<file path="src/hw/div_cfg_pkg.sv">
/*
 * divider widths, default rows per pipeline stage and latency helper
 */
`default_nettype none

package div_cfg_pkg;

	// operand width, fixed because the packed structs depend on it
	localparam int DIV_WIDTH = 32;

	// sign-extended operand, one bit wider than an operand
	localparam int DIV_MAG_WIDTH = DIV_WIDTH + 1;

	// partial remainder, wide enough for 2*divisor plus sign
	localparam int DIV_REM_WIDTH = DIV_WIDTH + 2;

	// array rows done in one pipeline stage
	localparam int DIV_ROWS_DEFAULT = 4;

	// prep stage + array stages + fixup stage
	function automatic int DIV_LATENCY(input int rows_per_stage);
		return 2 + DIV_WIDTH / rows_per_stage;
	endfunction

endpackage

`default_nettype wire

</file>
<file path="src/hw/div_types_pkg.sv">
/*
 * request, sign flag, array work state and response structs
 */
`default_nettype none

package div_types_pkg;

	// one divide request as presented at the top level
	typedef struct packed {
		logic [div_cfg_pkg::DIV_WIDTH-1:0] dividend;
		logic [div_cfg_pkg::DIV_WIDTH-1:0] divisor;
		logic                              is_signed;
	} div_req_t;

	// result corrections, carried down the pipe with the data
	typedef struct packed {
		// signed op with differing operand signs
		logic neg_quot;
		// signed op with negative dividend
		logic neg_rem;
	} div_sign_t;

	// state passed from one array row to the next
	typedef struct packed {
		// msb is the sign, picks add or subtract in the next row
		logic [div_cfg_pkg::DIV_REM_WIDTH-1:0] part_rem;
		// quotient bits so far, new bits enter at bit 0
		logic [div_cfg_pkg::DIV_WIDTH-1:0]     quot;
		// dividend bits still to be consumed, msb first
		logic [div_cfg_pkg::DIV_WIDTH-1:0]     dvd_rest;
		logic [div_cfg_pkg::DIV_MAG_WIDTH-1:0] divisor_mag;
		div_sign_t                             sign;
	} div_work_t;

	// remainder in the upper half, quotient in the lower half
	typedef struct packed {
		logic [div_cfg_pkg::DIV_WIDTH-1:0] remainder;
		logic [div_cfg_pkg::DIV_WIDTH-1:0] quotient;
	} div_resp_t;

endpackage

`default_nettype wire

</file>
<file path="src/hw/div_array_top.sv">
/*
 * pipelined non-restoring divider top level
 * operand prep, chain of array stage groups, result fixup
 */
`timescale 1ns/1ps
`default_nettype none

module div_array_top #(
	// must divide DIV_WIDTH
	parameter int ROWS_PER_STAGE = div_cfg_pkg::DIV_ROWS_DEFAULT
) (
	input  logic                     clk,
	input  logic                     arst_n,
	input  logic                     in_valid,
	input  div_types_pkg::div_req_t  req,
	output logic                     out_valid,
	output div_types_pkg::div_resp_t resp
);

	localparam int STAGES = div_cfg_pkg::DIV_WIDTH / ROWS_PER_STAGE;

	// link k feeds stage group k, link STAGES feeds the fixup
	logic                     stage_valid [STAGES+1];
	div_types_pkg::div_work_t stage_work  [STAGES+1];

	div_operand_prep u_prep (
		.clk        (clk),
		.arst_n     (arst_n),
		.in_valid   (in_valid),
		.req        (req),
		.work_valid (stage_valid[0]),
		.work       (stage_work[0])
	);

	// DIV_WIDTH rows in total, ROWS_PER_STAGE per register stage
	for (genvar s = 0; s < STAGES; s++) begin : g_stage
		div_stage_group #(
			.ROWS_PER_STAGE (ROWS_PER_STAGE)
		) u_group (
			.clk       (clk),
			.arst_n    (arst_n),
			.in_valid  (stage_valid[s]),
			.work_in   (stage_work[s]),
			.out_valid (stage_valid[s+1]),
			.work_out  (stage_work[s+1])
		);
	end

	div_result_fixup u_fixup (
		.clk       (clk),
		.arst_n    (arst_n),
		.in_valid  (stage_valid[STAGES]),
		.work      (stage_work[STAGES]),
		.out_valid (out_valid),
		.resp      (resp)
	);

endmodule

`default_nettype wire

</file>
<file path="src/hw/div_operand_prep.sv">
/*
 * operand conditioning stage: magnitudes, sign flags, initial array state
 */
`timescale 1ns/1ps
`default_nettype none

module div_operand_prep (
	input  logic                     clk,
	input  logic                     arst_n,
	input  logic                     in_valid,
	input  div_types_pkg::div_req_t  req,
	output logic                     work_valid,
	output div_types_pkg::div_work_t work
);

	localparam int W     = div_cfg_pkg::DIV_WIDTH;
	localparam int MAG_W = div_cfg_pkg::DIV_MAG_WIDTH;

	logic             dvd_neg;
	logic             dvs_neg;
	logic [MAG_W-1:0] dvd_ext;
	logic [MAG_W-1:0] dvs_ext;
	logic [MAG_W-1:0] dvd_mag;
	logic [MAG_W-1:0] dvs_mag;

	// operand is negative only in signed mode
	assign dvd_neg = req.is_signed & req.dividend[W-1];
	assign dvs_neg = req.is_signed & req.divisor[W-1];

	// sign extension in signed mode, zero extension otherwise
	assign dvd_ext = {dvd_neg, req.dividend};
	assign dvs_ext = {dvs_neg, req.divisor};

	// two's complement negate to get magnitudes
	assign dvd_mag = dvd_neg ? (~dvd_ext + 1'b1) : dvd_ext;
	assign dvs_mag = dvs_neg ? (~dvs_ext + 1'b1) : dvs_ext;

	always_ff @(posedge clk or negedge arst_n) begin
		if (!arst_n) begin
			work_valid <= 1'b0;
		end else begin
			work_valid <= in_valid;
		end
	end

	// payload only moves with a valid request
	always_ff @(posedge clk) begin
		if (in_valid) begin
			work.part_rem      <= '0;
			work.quot          <= '0;
			// magnitude of the most negative value still fits in W bits
			work.dvd_rest      <= dvd_mag[W-1:0];
			work.divisor_mag   <= dvs_mag;
			work.sign.neg_quot <= dvd_neg ^ dvs_neg;
			work.sign.neg_rem  <= dvd_neg;
		end
	end

	// an X on the request would travel unnoticed through the whole pipe
	a_req_known: assert property (
		@(posedge clk) disable iff (!arst_n)
		in_valid |-> !$isunknown(req)
	) else $error("div_operand_prep: request has unknown bits");

endmodule

`default_nettype wire

</file>
<file path="src/hw/div_result_fixup.sv">
/*
 * final stage: remainder restore, sign correction, response register
 */
`timescale 1ns/1ps
`default_nettype none

module div_result_fixup (
	input  logic                     clk,
	input  logic                     arst_n,
	input  logic                     in_valid,
	input  div_types_pkg::div_work_t work,
	output logic                     out_valid,
	output div_types_pkg::div_resp_t resp
);

	localparam int W     = div_cfg_pkg::DIV_WIDTH;
	localparam int REM_W = div_cfg_pkg::DIV_REM_WIDTH;

	logic [REM_W-1:0] divisor_ext;
	logic [REM_W-1:0] rem_restored;
	logic [W-1:0]     rem_mag;
	logic [W-1:0]     quot_fixed;
	logic [W-1:0]     rem_fixed;

	assign divisor_ext = {1'b0, work.divisor_mag};

	// last row may leave a negative remainder, add the divisor back once
	assign rem_restored = work.part_rem[REM_W-1] ? (work.part_rem + divisor_ext)
	                                             : work.part_rem;

	// restored value is below the divisor, so W bits are enough
	assign rem_mag = rem_restored[W-1:0];

	// quotient truncates toward zero, remainder follows the dividend sign
	assign quot_fixed = work.sign.neg_quot ? (~work.quot + 1'b1) : work.quot;
	assign rem_fixed  = work.sign.neg_rem ? (~rem_mag + 1'b1) : rem_mag;

	always_ff @(posedge clk or negedge arst_n) begin
		if (!arst_n) begin
			out_valid <= 1'b0;
		end else begin
			out_valid <= in_valid;
		end
	end

	always_ff @(posedge clk) begin
		if (in_valid) begin
			resp.remainder <= rem_fixed;
			resp.quotient  <= quot_fixed;
		end
	end

	// holds only if all array rows upstream did their add/subtract right
	a_rem_below_divisor: assert property (
		@(posedge clk) disable iff (!arst_n)
		in_valid |-> (rem_restored < divisor_ext)
	) else $error("div_result_fixup: remainder not below divisor");

endmodule

`default_nettype wire

</file>
<file path="src/hw/div_stage_group.sv">
/*
 * one pipeline stage of non-restoring divider rows plus its register
 */
`timescale 1ns/1ps
`default_nettype none

module div_stage_group #(
	parameter int ROWS_PER_STAGE = div_cfg_pkg::DIV_ROWS_DEFAULT
) (
	input  logic                     clk,
	input  logic                     arst_n,
	input  logic                     in_valid,
	input  div_types_pkg::div_work_t work_in,
	output logic                     out_valid,
	output div_types_pkg::div_work_t work_out
);

	localparam int W     = div_cfg_pkg::DIV_WIDTH;
	localparam int REM_W = div_cfg_pkg::DIV_REM_WIDTH;

	// row_work[0] is the stage input and row_work[ROWS_PER_STAGE] feeds the register
	div_types_pkg::div_work_t row_work [ROWS_PER_STAGE+1];

	assign row_work[0] = work_in;

	for (genvar i = 0; i < ROWS_PER_STAGE; i++) begin : g_row
		logic [REM_W-1:0] divisor_ext;
		logic [REM_W-1:0] shifted_rem;
		logic [REM_W-1:0] next_rem;

		assign divisor_ext = {1'b0, row_work[i].divisor_mag};

		// bring down the next dividend bit
		assign shifted_rem = {row_work[i].part_rem[REM_W-2:0], row_work[i].dvd_rest[W-1]};

		// subtract while non-negative, add back otherwise
		assign next_rem = row_work[i].part_rem[REM_W-1] ? (shifted_rem + divisor_ext)
		                                                : (shifted_rem - divisor_ext);

		// quotient bit is set when the new remainder is non-negative
		assign row_work[i+1] = '{
			part_rem:    next_rem,
			quot:        {row_work[i].quot[W-2:0], ~next_rem[REM_W-1]},
			dvd_rest:    {row_work[i].dvd_rest[W-2:0], 1'b0},
			divisor_mag: row_work[i].divisor_mag,
			sign:        row_work[i].sign
		};
	end

	always_ff @(posedge clk or negedge arst_n) begin
		if (!arst_n) begin
			out_valid <= 1'b0;
		end else begin
			out_valid <= in_valid;
		end
	end

	always_ff @(posedge clk) begin
		if (in_valid) begin
			work_out <= row_work[ROWS_PER_STAGE];
		end
	end

	// partial remainder stays within one divisor of zero
	a_rem_in_range: assert property (
		@(posedge clk) disable iff (!arst_n)
		out_valid |-> ($signed(work_out.part_rem) >= -$signed({1'b0, work_out.divisor_mag}) &&
		               $signed(work_out.part_rem) <  $signed({1'b0, work_out.divisor_mag}))
	) else $error("div_stage_group: partial remainder out of range");

endmodule

`default_nettype wire

</file>
<file path="config.mk">
export PLATFORM = sky130hd
export DESIGN_NAME = div_array_top
export DESIGN_NICKNAME = d
export VERILOG_FILES = /design/src/hw/div_cfg_pkg.sv /design/src/hw/div_types_pkg.sv /design/src/hw/div_array_top.sv /design/src/hw/div_operand_prep.sv /design/src/hw/div_result_fixup.sv /design/src/hw/div_stage_group.sv
export SDC_FILE = /design/constraint.sdc
export NUM_CORES = 2
export LEC_CHECK = 0
export BUFFER_PORTS_ARGS = -buffer_cell sky130_fd_sc_hd__buf_2
export CAP_MARGIN = 15
export CORE_MARGIN = 2
export CORE_UTILIZATION = 45
export CTS_CLUSTER_SIZE = 10
export DETAILED_ROUTE_END_ITERATION = 8
export PLACE_DENSITY_LB_ADDON = 0.1
export RECOVER_POWER = 50
export SLEW_MARGIN = 20
export SYNTH_ARGS = -nofsm -noshare
export SYNTH_HDL_FRONTEND = slang
export SYNTH_SLANG_ARGS = --single-unit
</file>
<file path="constraint.sdc">
create_clock -name clk -period 23 [get_ports clk]
set_clock_uncertainty 0.05 [all_clocks]
set_input_delay 2.3 -clock clk [delete_from_list [all_inputs] [get_ports clk]]
set_output_delay 2.3 -clock clk [all_outputs]
set_load 0.02 [all_outputs]
</file>
### Word level (Yosys, flattened, before mapping)

Index checks and enable logic that the tools add are counted.
Widths: inputs -> output; s select.

| cells by class | value |
|---|---|
| $add $sub $neg | 68 |
| multiplexer cells | 36 |
| bitwise logic cells | 39 |

Operators by type and width:

| cell | number |
|---|---|
| $add 34x33->34 | 31 |
| $mux 34 | 31 |
| $sub 34x33->34 | 31 |
| $mux 32 | 5 |
| $add 32x1->32 const B | 3 |
| $not 32->32 | 3 |
| $sub 1x33->34 | 1 |
| $add 33x1->33 const B | 1 |
| $not 33->33 | 1 |
| $add 32x32->32 | 1 |
| $not 1->1 | 32 |
| $and 1x1->1 | 2 |
| $xor 1x1->1 | 1 |

| storage, ports and cells | value |
|---|---|
| output and inout port bits | 65 |
| flip-flop bits (word level) | 948 |
| bits of input ports | 68 |

### Logic depth before layout (Yosys ltp)

| logic depth | value |
|---|---|
| depth after elaboration | 9 |
| gate-level depth with buffers | 78 |

### Modules after synthesis

A second synthesis with hierarchy kept.

| second synthesis, totals | value |
|---|---|
| cells, all modules | 12,191 |
| area, all modules | 111,410.6 um2 |

By module, submodules not included:

| module | times used | cells an instance | area an instance (um2) | sequential area each (um2) |
|---|---|---|---|---|
| div_stage_group (g_stage[2].u_group ...) | 2 | 1,414 | 12,844.8 | 3,898.7 |
| div_stage_group (g_stage[5].u_group ...) | 2 | 1,405 | 12,583.3 | 3,898.7 |
| div_stage_group (g_stage[1].u_group) | 1 | 1,381 | 12,821.0 | 3,898.7 |
| div_stage_group (g_stage[7].u_group) | 1 | 1,424 | 12,814.8 | 3,898.7 |
| div_stage_group (g_stage[0].u_group) | 1 | 1,400 | 12,726.0 | 3,898.7 |
| div_stage_group (g_stage[4].u_group) | 1 | 1,367 | 12,524.5 | 3,898.7 |
| div_result_fixup | 1 | 639 | 5,809.3 | 1,946.9 |
| div_operand_prep | 1 | 342 | 3,858.7 | 2,037.0 |

### Worst setup path before layout

Ideal clock, no wire load.

| path | value |
|---|---|
| path kind | register to register |
| start | reg g_stage[4].u_group.work_out[9] (netlist bit) |
| end | reg g_stage[5].u_group.work_out[123] (netlist bit) (data pin) |
| buffers on the path | 7 |
| arrival time | 15,751 ps |
| slack | 6,942 ps |
| stages on the path, launching flop included | 69 |
| setup time | 258 ps |
| clock period less this slack | 16,058 ps |
| cell sequence | edfxtp_1 -> buf_2 -> or3_1 -> or4_1 -> or4_1 -> buf_2 -> or3_4 -> or3_1 -> buf_2 -> nor3_1 -> nor2_1 -> xor2_1 -> ha_1 -> a21oi_1 -> o21bai_1 -> a21o_1 -> a21o_1 -> a21o_1 -> [33 not listed] -> xor2_1 -> buf_2 -> mux2_2 -> fa_1 -> a21o_1 -> a21oi_1 -> o21ai_0 -> a21oi_1 -> o21bai_1 -> a21boi_0 -> o21ai_0 -> a41oi_1 -> o21ai_0 -> a21o_1 -> a21o_1 -> a21o_1 -> a21oi_1 -> xnor2_1 |

| between the ends | value |
|---|---|
| longest elaborated chain between the ends | 8 |

RTL lines:

| element | line | RTL |
|---|---|---|
| start: declaration | div_stage_group.sv:15 | `output div_types_pkg::div_work_t work_out` |
| start signal: assignment | div_stage_group.sv:60 | `work_out <= row_work[ROWS_PER_STAGE];` |
| $sub 34x33->34 or $add 34x33->34 (tied branches) | div_stage_group.sv:38, div_stage_group.sv:37 |  |
| $mux 34 | div_stage_group.sv:37 | `assign next_rem = row_work[i].part_rem[REM_W-1] ? (shifted_rem + divisor_ext)` |
| $sub 34x33->34 or $add 34x33->34 (tied branches) | div_stage_group.sv:38, div_stage_group.sv:37 |  |
| $mux 34 | div_stage_group.sv:37 |  |
| $sub 34x33->34 or $add 34x33->34 (tied branches) | div_stage_group.sv:38, div_stage_group.sv:37 |  |
| $mux 34 | div_stage_group.sv:37 |  |
| $sub 34x33->34 or $add 34x33->34 (tied branches) | div_stage_group.sv:38, div_stage_group.sv:37 |  |
| $mux 34 (*) | div_stage_group.sv:37 |  |
| via g_stage[5].u_group.g_row[3].next_rem[24] | div_stage_group.sv:29 | `logic [REM_W-1:0] next_rem;` |
| end signal: assignment | div_stage_group.sv:60 |  |
| end: declaration | div_stage_group.sv:15 |  |

The timed path passes the listed nets; every way through them passes the cells marked *.
A chain may end at the register's enable or synchronous reset.

==> out/metrics.yaml <==
global_route:
  antenna_found_initial: 7
  grt_pass1_vias: 79049
  grt_max_degree: 72
  overflow: 0
  globalRouteTotalUtil: 0.249
  grt_first_pass_wirelength_um: 434000
worst_setup_path:
  r2r_start: "g_stage[2].u_group.work_out[3]"
  critPathSlowestCell: "inv_1"
  crit_arrival_ps: 20800
  timing.critical_path.slowest_cell_delay_ps: 750
  worst_setup_path_end_kind: "flip-flop"
  crit_fanout: 23
  crit_required_ps: 23500
  r2r_cells: 73
  rrSetupSlack_ps: 2700
  rr_endpoint: "g_stage[3].u_group.work_out[67]"
  cpMostUsedCell: "xnor2_1"
  critPathKind: "reg2reg"
  crit_path_start_kind: "flip-flop"
timing:
  hold_viol_final: 0
  period_needed_ps: 20300
  maxSlewHeadroom: -1.60
  setup_viol: 0
  clock.fmax_mhz: 49.3
  finalMaxSlewViolations: 469
  setup_tns_ps: 0
  tightest_slew_ps: 3890
  rsz0062_at_grt: "false"
  period_share: 0.883
drt:
  vias: 77412
  drtIter0Drc: 4100
  wl_um: 275000
  wire_per_inst_um: 20.2
  postRouteAntennaNets: 0
  dr.pass1.iters: 5
  post_drt_via_cell_ratio: 5.67
  drc: 0
place:
  gp_congestion: 0.905
  dp_hpwl_um: 224000
  port_buffers: 132
clock_tree:
  htreeDepth: 4
  postCtsHoldBufs: 0
  cts_sinks: 947
  clk_latency_ps: 790
  cts_buffers: 130
  clock_path_buffers: 3
  ctsResizeCount: 0
  cts_setup_buffers: 0
  cts_tree: "yes"
  path_clk_slew_ps: 50
  cts_root_buffer: "clkbuf_16"
synth:
  synthesis.instances: 10781
  avgSynthCellArea_um2: 8.93
  ys_ff_latch: 947
  synth_ff_type: "edfxtp_1"
  synthDistinctLibCells: 112
  ys_seq_area_frac: 0.295
  synth_edf_count: 937
  syn-num-nets: 11949
  synth_area_um2: 96300
  ys_warn_count: 0
  async_reset_ff_frac: 0.0106
final_layout:
  multi_input_area_um2: 65200
  nets: 11905
  area_growth_pct: 7.70
  fillers: 20058
  seq_area_um2: 28400
  final_common_cell: "nor2_1"
  final_cell_mix: "nor2_1, xnor2_1, ha_1"
  drive_above_1_share: 0.0495
floorplan:
  core_area_um2: 213000
  die_h_um: 467
  die-width_um: 467
  ios: 133
  dieArea_um2: 218000
  row_count: 169
  initial_core_util: 0.453
min_path:
  hold_depth: 0
  hold_path_end: "g_stage[0].u_group.work_out[48]"
  hp-start: "u_prep.work[44]"
  hold_path_class: "reg2reg"
job:
  drv_cap: 10
status:
  outcome: "finished, violations left"
  violations: "capacitance limit, slew limit"
-- layout make-up --
type / count / share of cell area
inverter: 349 / 0.0126
multi-input combinational: 9107 / 0.628
clock buffer: 164 / 0.0328
clock inverter: 55 / 0.00731
antenna: 2 / 0.0000483
tap: 2821 / 0.0340
timing repair buffer: 202 / 0.0111
sequential: 947 / 0.274
-- routing by layer --
layer  wire length [um]  vias up  track usage
met5                 10        -            0
met4              11700        2        0.102
met3               8040      524       0.0247
met2             143000     1433        0.473
met1             112000    36964        0.283
li1                   -    38489            -
-- cells by family after synthesis --
kind of cell	synth area share
AND/OR/NAND/NOR	0.158
other	0.0000389
adder cells (fa/ha/maj)	0.145
buffers and inverters	0.0294
AO/OA/AOI/OAI	0.181
flip-flops	0.295
XOR/XNOR	0.187
multiplexers	0.00457
-- flip-flops by register name, summed over array words and instances, names as in the netlist --
register,cells
u_prep.work_valid,1
u_prep.work,67
g_stage.u_group.out_valid,8
g_stage.u_group.work_out,806
u_fixup.resp,64
u_fixup.out_valid,1
-- critical path, delay by kind of cell, from the launching register on --
kind / cells / cell delay (ps)
AO/OA/AOI/OAI: 28 / 7410
AND/OR/NAND/NOR: 21 / 5020
flip-flops: 1 / 550
buffers and inverters: 6 / 2320
adder cells (fa/ha/maj): 5 / 1810
XOR/XNOR: 13 / 2780
-- metrics by stage --
step / utilization / cell area (um2) / hold slack, ps / instances / worst slack [ps]
after floorplan: - / 96300 / 350 / 10781 / 6940
after global placement: 0.469 / 99600 / 351 / 13426 / 1990
after detailed placement: 0.469 / 99600 / 355 / 13426 / 2510
after CTS: 0.488 / 104000 / 353 / 13645 / 2390
after global routing: 0.488 / 104000 / 361 / 13646 / 1010
final: 0.488 / 104000 / 357 / 13647 / 2700
-- worst max path at each step --
stage	from	end	slack, ps	cells after the start
6_report	g_stage[2].u_group.work_out[3]	g_stage[3].u_group.work_out[67]	2700	73
3_3_place_gp	g_stage[2].u_group.work_out[3]	g_stage[3].u_group.work_out[67]	1990	73
2_1_floorplan	g_stage[4].u_group.work_out[9]	g_stage[5].u_group.work_out[123]	6940	68
3_5_place_dp	g_stage[2].u_group.work_out[3]	g_stage[3].u_group.work_out[67]	2510	73
4_1_cts	g_stage[2].u_group.work_out[3]	g_stage[3].u_group.work_out[67]	2390	73
5_1_grt	g_stage[2].u_group.work_out[3]	g_stage[3].u_group.work_out[67]	1010	73
-- synthesized netlist by cell type, types with 18 or more instances --
cell / instances / area, um2
a221oi_1: 18 / 158
inv_1: 333 / 1250
a31o_2: 19 / 166
a21o_1: 476 / 3570
o41ai_1: 22 / 193
o2111ai_1: 20 / 175
a211o_1: 35 / 307
nor4_1: 36 / 225
or2_2: 47 / 294
nor2_1: 1234 / 4630
or4_1: 23 / 173
and2_1: 62 / 388
o211ai_1: 39 / 293
nand2b_1: 248 / 1550
a21oi_1: 848 / 4240
a211oi_1: 75 / 563
xor2_1: 857 / 7510
fa_1: 32 / 641
nand3_1: 150 / 751
buf_2: 41 / 205
buf_1: 54 / 203
and4_1: 22 / 193
edfxtp_1: 937 / 28100
nand4_1: 65 / 407
and3_1: 80 / 500
o31a_1: 21 / 184
a31oi_1: 75 / 469
or3_1: 127 / 795
nand2_1: 694 / 2610
mux2_2: 24 / 270
nor2b_1: 135 / 845
a41oi_1: 24 / 210
o21bai_1: 151 / 1130
nor3_1: 223 / 1120
nor3b_1: 24 / 180
a21boi_0: 40 / 300
xnor2_1: 1160 / 10200
ha_1: 1068 / 13400
o21ai_0: 453 / 2270
clkbuf_1: 271 / 1020
o21a_1: 165 / 1240
o31ai_1: 49 / 368
Power is left out: the tool's default activity adds up to more than one toggle a clock period on the data nets, which glitch-free logic cannot reach.
